<file path="src/rv_pkg.sv">
`default_nettype none

package rv_pkg;

  localparam int xlen = 64;
  localparam logic [xlen-1:0] reset_vector = 64'h0000_0000_8000_0000;
  localparam int dmem_words = 128;
  // data memory sits one page above the reset vector
  localparam logic [xlen-1:0] dmem_base = reset_vector + 64'h1000;

  // major opcode field, inst[6:0]
  typedef enum logic [6:0] {
    opc_load      = 7'b0000011,
    opc_op_imm    = 7'b0010011,
    opc_auipc     = 7'b0010111,
    opc_op_imm_32 = 7'b0011011,
    opc_store     = 7'b0100011,
    opc_op        = 7'b0110011,
    opc_lui       = 7'b0110111,
    opc_branch    = 7'b1100011,
    opc_jalr      = 7'b1100111,
    opc_jal       = 7'b1101111,
    opc_system    = 7'b1110011
  } opcode_e;

  typedef enum logic [4:0] {
    op_add, op_sub, op_addi, op_addiw, op_slli, op_sltiu, op_andi, op_xori,
    op_lui, op_auipc,
    op_jal, op_jalr,
    op_beq, op_bne,
    op_lw, op_lbu, op_ld,
    op_sb, op_sh, op_sd,
    op_ebreak,
    op_illegal
  } op_e;

  typedef enum logic [2:0] {
    alu_add, alu_sub, alu_sltu, alu_xor, alu_and, alu_sll, alu_addw
  } alu_op_e;

  typedef struct packed {
    op_e             op;
    alu_op_e         alu_op;
    logic [4:0]      rd;
    logic [4:0]      rs1;
    logic [4:0]      rs2;
    logic [xlen-1:0] imm;
    logic            use_imm;
    logic            use_pc;
    logic            writes_rd;
  } decoded_t;

  typedef struct packed {
    logic            valid;
    logic [xlen-1:0] pc;
    logic [4:0]      rd;
    logic            we;
    logic [xlen-1:0] wdata;
    logic [xlen-1:0] next_pc;
  } retire_t;

endpackage

`default_nettype wire

</file>
<file path="src/rv_idu.sv">
`timescale 1ns/100ps
`default_nettype none

module rv_idu import rv_pkg::*; (
  input  logic [31:0] inst,
  output decoded_t    dec
);

  logic [6:0] opcode;
  logic [2:0] funct3;
  logic [6:0] funct7;
  logic [xlen-1:0] imm_i;
  logic [xlen-1:0] imm_s;
  logic [xlen-1:0] imm_b;
  logic [xlen-1:0] imm_u;
  logic [xlen-1:0] imm_j;

  assign opcode = inst[6:0];
  assign funct3 = inst[14:12];
  assign funct7 = inst[31:25];

  assign imm_i = {{52{inst[31]}}, inst[31:20]};
  assign imm_s = {{52{inst[31]}}, inst[31:25], inst[11:7]};
  assign imm_b = {{51{inst[31]}}, inst[31], inst[7], inst[30:25], inst[11:8], 1'b0};
  assign imm_u = {{32{inst[31]}}, inst[31:12], 12'b0};
  assign imm_j = {{43{inst[31]}}, inst[31], inst[19:12], inst[20], inst[30:21], 1'b0};

  always_comb begin
    dec.op = op_illegal;
    dec.alu_op = alu_add;
    dec.rd = inst[11:7];
    dec.rs1 = inst[19:15];
    dec.rs2 = inst[24:20];
    dec.imm = imm_i;
    dec.use_imm = 1'b0;
    dec.use_pc = 1'b0;
    dec.writes_rd = 1'b0;
    case (opcode)
      opc_op: begin
        dec.writes_rd = 1'b1;
        if (funct3 == 3'b000 && funct7 == 7'b0000000) begin
          dec.op = op_add;
        end else if (funct3 == 3'b000 && funct7 == 7'b0100000) begin
          dec.op = op_sub;
          dec.alu_op = alu_sub;
        end else begin
          dec.writes_rd = 1'b0;
        end
      end
      opc_op_imm: begin
        dec.writes_rd = 1'b1;
        dec.use_imm = 1'b1;
        case (funct3)
          3'b000: dec.op = op_addi;
          3'b011: begin
            dec.op = op_sltiu;
            dec.alu_op = alu_sltu;
          end
          3'b100: begin
            dec.op = op_xori;
            dec.alu_op = alu_xor;
          end
          3'b111: begin
            dec.op = op_andi;
            dec.alu_op = alu_and;
          end
          3'b001: begin
            // rv64 slli keeps a 6 bit shamt, top six bits must be zero
            if (inst[31:26] == 6'b0) begin
              dec.op = op_slli;
              dec.alu_op = alu_sll;
            end else begin
              dec.writes_rd = 1'b0;
            end
          end
          default: dec.writes_rd = 1'b0;
        endcase
      end
      opc_op_imm_32: begin
        if (funct3 == 3'b000) begin
          dec.op = op_addiw;
          dec.alu_op = alu_addw;
          dec.use_imm = 1'b1;
          dec.writes_rd = 1'b1;
        end
      end
      opc_lui: begin
        dec.op = op_lui;
        dec.imm = imm_u;
        dec.writes_rd = 1'b1;
      end
      opc_auipc: begin
        dec.op = op_auipc;
        dec.imm = imm_u;
        dec.use_pc = 1'b1;
        dec.use_imm = 1'b1;
        dec.writes_rd = 1'b1;
      end
      opc_jal: begin
        dec.op = op_jal;
        dec.imm = imm_j;
        dec.use_pc = 1'b1;
        dec.use_imm = 1'b1;
        dec.writes_rd = 1'b1;
      end
      opc_jalr: begin
        if (funct3 == 3'b000) begin
          dec.op = op_jalr;
          dec.use_imm = 1'b1;
          dec.writes_rd = 1'b1;
        end
      end
      opc_branch: begin
        // compare through subtraction of rs1 and rs2
        dec.imm = imm_b;
        dec.alu_op = alu_sub;
        if (funct3 == 3'b000) begin
          dec.op = op_beq;
        end else if (funct3 == 3'b001) begin
          dec.op = op_bne;
        end
      end
      opc_load: begin
        dec.use_imm = 1'b1;
        dec.writes_rd = 1'b1;
        case (funct3)
          3'b010: dec.op = op_lw;
          3'b100: dec.op = op_lbu;
          3'b011: dec.op = op_ld;
          default: dec.writes_rd = 1'b0;
        endcase
      end
      opc_store: begin
        dec.imm = imm_s;
        dec.use_imm = 1'b1;
        case (funct3)
          3'b000: dec.op = op_sb;
          3'b001: dec.op = op_sh;
          3'b011: dec.op = op_sd;
          default: dec.op = op_illegal;
        endcase
      end
      opc_system: begin
        if (inst == 32'h0010_0073) begin
          dec.op = op_ebreak;
        end
      end
      default: dec.op = op_illegal;
    endcase
  end

endmodule

`default_nettype wire

</file>
<file path="config.mk">
export PLATFORM = sky130hd
export DESIGN_NAME = rv_idu
export DESIGN_NICKNAME = d
export VERILOG_FILES = /design/src/rv_pkg.sv /design/src/rv_idu.sv
export SDC_FILE = /design/constraint.sdc
export NUM_CORES = 1
export LEC_CHECK = 0
export ABC_AREA = 1
export BUFFER_PORTS_ARGS = -buffer_cell sky130_fd_sc_hd__buf_2
export CORE_MARGIN = 3
export CORE_UTILIZATION = 40
export DETAILED_ROUTE_END_ITERATION = 10
export GPL_TIMING_DRIVEN = 1
export PLACE_DENSITY = 0.84
export SYNTH_ARGS = -nofsm -noshare
export SYNTH_HDL_FRONTEND = slang
export SYNTH_SLANG_ARGS = --single-unit
</file>
<file path="constraint.sdc">
create_clock -name vclk -period 0.8
set_input_delay 0 -clock vclk [all_inputs]
set_output_delay 0 -clock vclk [all_outputs]
set_load 0.05 [all_outputs]
</file>
==> out/results.txt, run 1 <==
Outcome = stopped before the end
Failed at = 4_1_cts
Stop err = [ERROR DPL-0038] Utilization greater than 100%, impossible to legalize
Initial core utilization = 0.437
Synth cell types = 25
Register area share after synthesis = 0
Io pins = 122
Mapped cell area = 0.00140 mm²
Gp weighted congestion = 0.933
Height of the chip = 65.2 µm
Synthesis Warnings = 0
Mapped Avg Cell Area = 5.13 µm²
Post-CTS resize count = 184
Synthesized instance count = 273
Placed inst area = 0.00269 mm²
Synth Net Count = 305
Hold_buf cts = 0
Detail Placement HPWL = 4950 µm
PortBufs = 122
Post-CTS setup buffers = 8
Die width = 65.2 µm
Row count = 20
## Yosys cell counts (all sizes together), types with 2 or more instances
master / count / share of area
inv: 34 / 0.093
a21oi: 2 / 0.0071
o21ai: 33 / 0.12
nor3: 4 / 0.014
buf: 49 / 0.26
nor2: 52 / 0.17
nand3b: 2 / 0.011
nand3: 19 / 0.071
nand2: 71 / 0.22
## cells by family after synthesis
logic type             after synthesis  share of synthesized area
AOI/OAI and AO/OA                   39                      0.146
buffers and inverters               84                      0.357
and+or+nand+nor                    150                      0.498
## per-stage QoR
stage	setup slack, ns	utilization	std cells
floorplan	-0.219	-	273
global placement	-0.499	0.839	442
detailed placement	-0.585	0.839	442
==> run 2: changes to the inputs <==
--- a/config.mk
+++ b/config.mk
@@ -8,10 +8,10 @@
 export ABC_AREA = 1
 export BUFFER_PORTS_ARGS = -buffer_cell sky130_fd_sc_hd__buf_2
 export CORE_MARGIN = 3
-export CORE_UTILIZATION = 40
+export CORE_UTILIZATION = 30
 export DETAILED_ROUTE_END_ITERATION = 10
 export GPL_TIMING_DRIVEN = 1
-export PLACE_DENSITY = 0.84
+export PLACE_DENSITY_LB_ADDON = 0.15
 export SYNTH_ARGS = -nofsm -noshare
 export SYNTH_HDL_FRONTEND = slang
 export SYNTH_SLANG_ARGS = --single-unit
==> run 2 against run 1 <==
Against the previous run:
- the flow now finishes, with violations (negative setup slack)
- synthesized cell count stayed put
- synthesized area is the same
==> out/results.txt, run 2 <==
CP max stage cell = o21ai_0
Row count = 24
P&R area growth vs syn = 163%
Setup tns final = -12.42 ns
Final setup violation count = 42
Net Sw Frac = 0.642
Synthesized instance count = 273
Worst slew pin tran = 0.339 ns
DRT antenna net count = 0
Tot GR Track Use = 0.242
Most common cell after layout, fill and taps aside = buf_2
Most numerous cell in the Yosys netlist = nand2_1
Maximum clock frequency = 841 MHz
Top cell type's share of synthesized area = 0.257
Seq_cells = 0
Register area = 0 µm²
Post-synthesis mux area share = 0
First-pass GRT wire length = 10800 µm
Synth area leader = buf_4
PortBufs = 122
Post-Route Utilization = 0.830
Nets = 455
Post-route setup slack = -0.390 ns
Worst setup EP type = output port
Top post-synthesis cells by count = nand2_1, buf_4, nor2_1, o21ai_0, inv_1
Static leakage = 1.85 nW
Detailed Routing Iterations Pass 1 = 5
Relative slew slack = 0.772
Mapped cell area = 0.00140 mm²
CP Max Fanout = 4
Crit Path Category = input pin to output port
Post-route cell area = 0.00369 mm²
Synth Area in Compound Gates = 0.146
Die Area = 0.00552 mm²
Outcome = finished, violations left
Ratio of cells with drive above 1 in the final layout = 0.789
Synth Area in Adders = 0
Maxcap violations = 0
CP required = 0.80 ns
Crit-path max cell delay = 0.26 ns
DR vias = 2286
Synthesis Warnings = 0
Vias in the first global route = 2291
Placed inst area = 0.00271 mm²
DRC viols = 0
Combinational family with the most area after synthesis = simple AND/OR/NAND/NOR gates
Final Max Slew Viols = 0
Initial core utilization = 0.315
Die width = 74.3 µm
Placed cell count = 450
Largest net degree at the start of global routing = 36
Sequential power share = 0
Routed WL = 6980 µm
Synth Net Count = 305
GRT Residual Overflow = 0
Hold Crit Class = input pin to output port
Post-Synth XOR/XNOR Area = 0
Core area = 0.00444 mm²
WL/cell = 14.7 µm
Height of the chip = 74.3 µm
Worst EP arrival = 1.19 ns
Register area share after synthesis = 0
Synth cell types = 25
RSZ-0062 raised after global routing = true
Minimum clock period = 1.19 ns
Antenna Cells = 0
Final period util = 1.49
Pwr per Cell Area = 651 mW/mm²
CP Cell Sequence = buf_4 -> nand2_1 -> nor2_1 -> o21ai_0 -> nand3_1 -> nor2_2 -> nand3_4 -> buf_6
Total power = 2.40 mW
Startpoint types = input pin
1st-iter DRT viols = 72
Layout clock buffers = 0
Most frequent cells in the layout = buf_2, buf_6, buf_4
Cell internal pwr = 0.859 mW
Clock power frac = 0
Failing checks = negative setup slack
Simple logic cell fraction of the synthesized area = 0.498
Avg Vias per Cell = 4.83
Mapped Avg Cell Area = 5.13 µm²
Filler-free cell count of the finished design = 473
Detail Placement HPWL = 4480 µm
Combinational Power Share = 1.000
Gp weighted congestion = 0.942
Peak VDD IR = 493 µV
Fin. Hold Viols = 0
Ranking of synthesized cells by area = buf_4, nand2_1, nor2_1
Net load switching power = 1.54 mW
Hold_buf cts = 0
Number of antenna violations at the first check in global routing = 0
Io pins = 122
[run 2: critical path, delay by kind of cell]
kind	cells	cell delay, ns
simple gates	5	0.63
buf+inv	2	0.30
compound gates	1	0.26
[run 2: final timing paths]
path / startpoint / end / slack [ns] / cells past startpoint
setup / recovery: inst[5] / dec[87] / -0.39 / 8
hold / removal: inst[23] / dec[70] / 0.30 / 2
[run 2: layout make-up]
cell class / instances / area (µm²)
Tap cell: 52 / 65.1
Multi-Input combinational cell: 189 / 1670
Timing Repair Buffer: 198 / 1750
Fill cell: 257 / 756
Inverter: 34 / 201
[run 2: logic make-up (layout without fill, tap and decap cells)]
logic type / count (synthesis) / count (layout)
and+or+nand+nor: 150 / 150
AOI/OAI and AO/OA: 39 / 39
buffers and inverters: 84 / 232
[run 2: what timing repair did]
item	in CTS	in global routing
endpoints found under the setup margin	42	42
pin swaps	52	23
endpoints found under the hold margin	0	0
gates cloned	2	0
resized for setup	209	25
setup buffers	20	4
[run 2: layer usage]
layer | global-route usage | wire [µm] | up-vias
met2 | 0.484 | 3810 | 99
met1 | 0.280 | 2550 | 1056
li1 | - | - | 1113
met4 | 0.0296 | 185 | 0
met5 | 0 | 0 | -
met3 | 0.0270 | 428 | 18
[run 2: per-stage QoR]
| step | hold WS, ns | setup WS (ns) |
|---|---|---|
| after floorplan | 0.167 | -0.219 |
| after global placement | 0.302 | -0.464 |
| after detailed placement | 0.303 | -0.482 |
| after CTS | 0.304 | -0.334 |
| after global routing | 0.311 | -0.419 |
| final | 0.303 | -0.390 |
[run 2: power by group through the flow]
stage               sequential [mW]  combinational (mW)  clock (mW)
finish                            0                2.40           0
global route                      0                2.51           0
CTS                               0                2.35           0
detailed placement                0                1.95           0
global placement                  0                1.94           0
floorplan                         0                1.50           0
No activity file was read; power rests on OpenSTA's default activity.
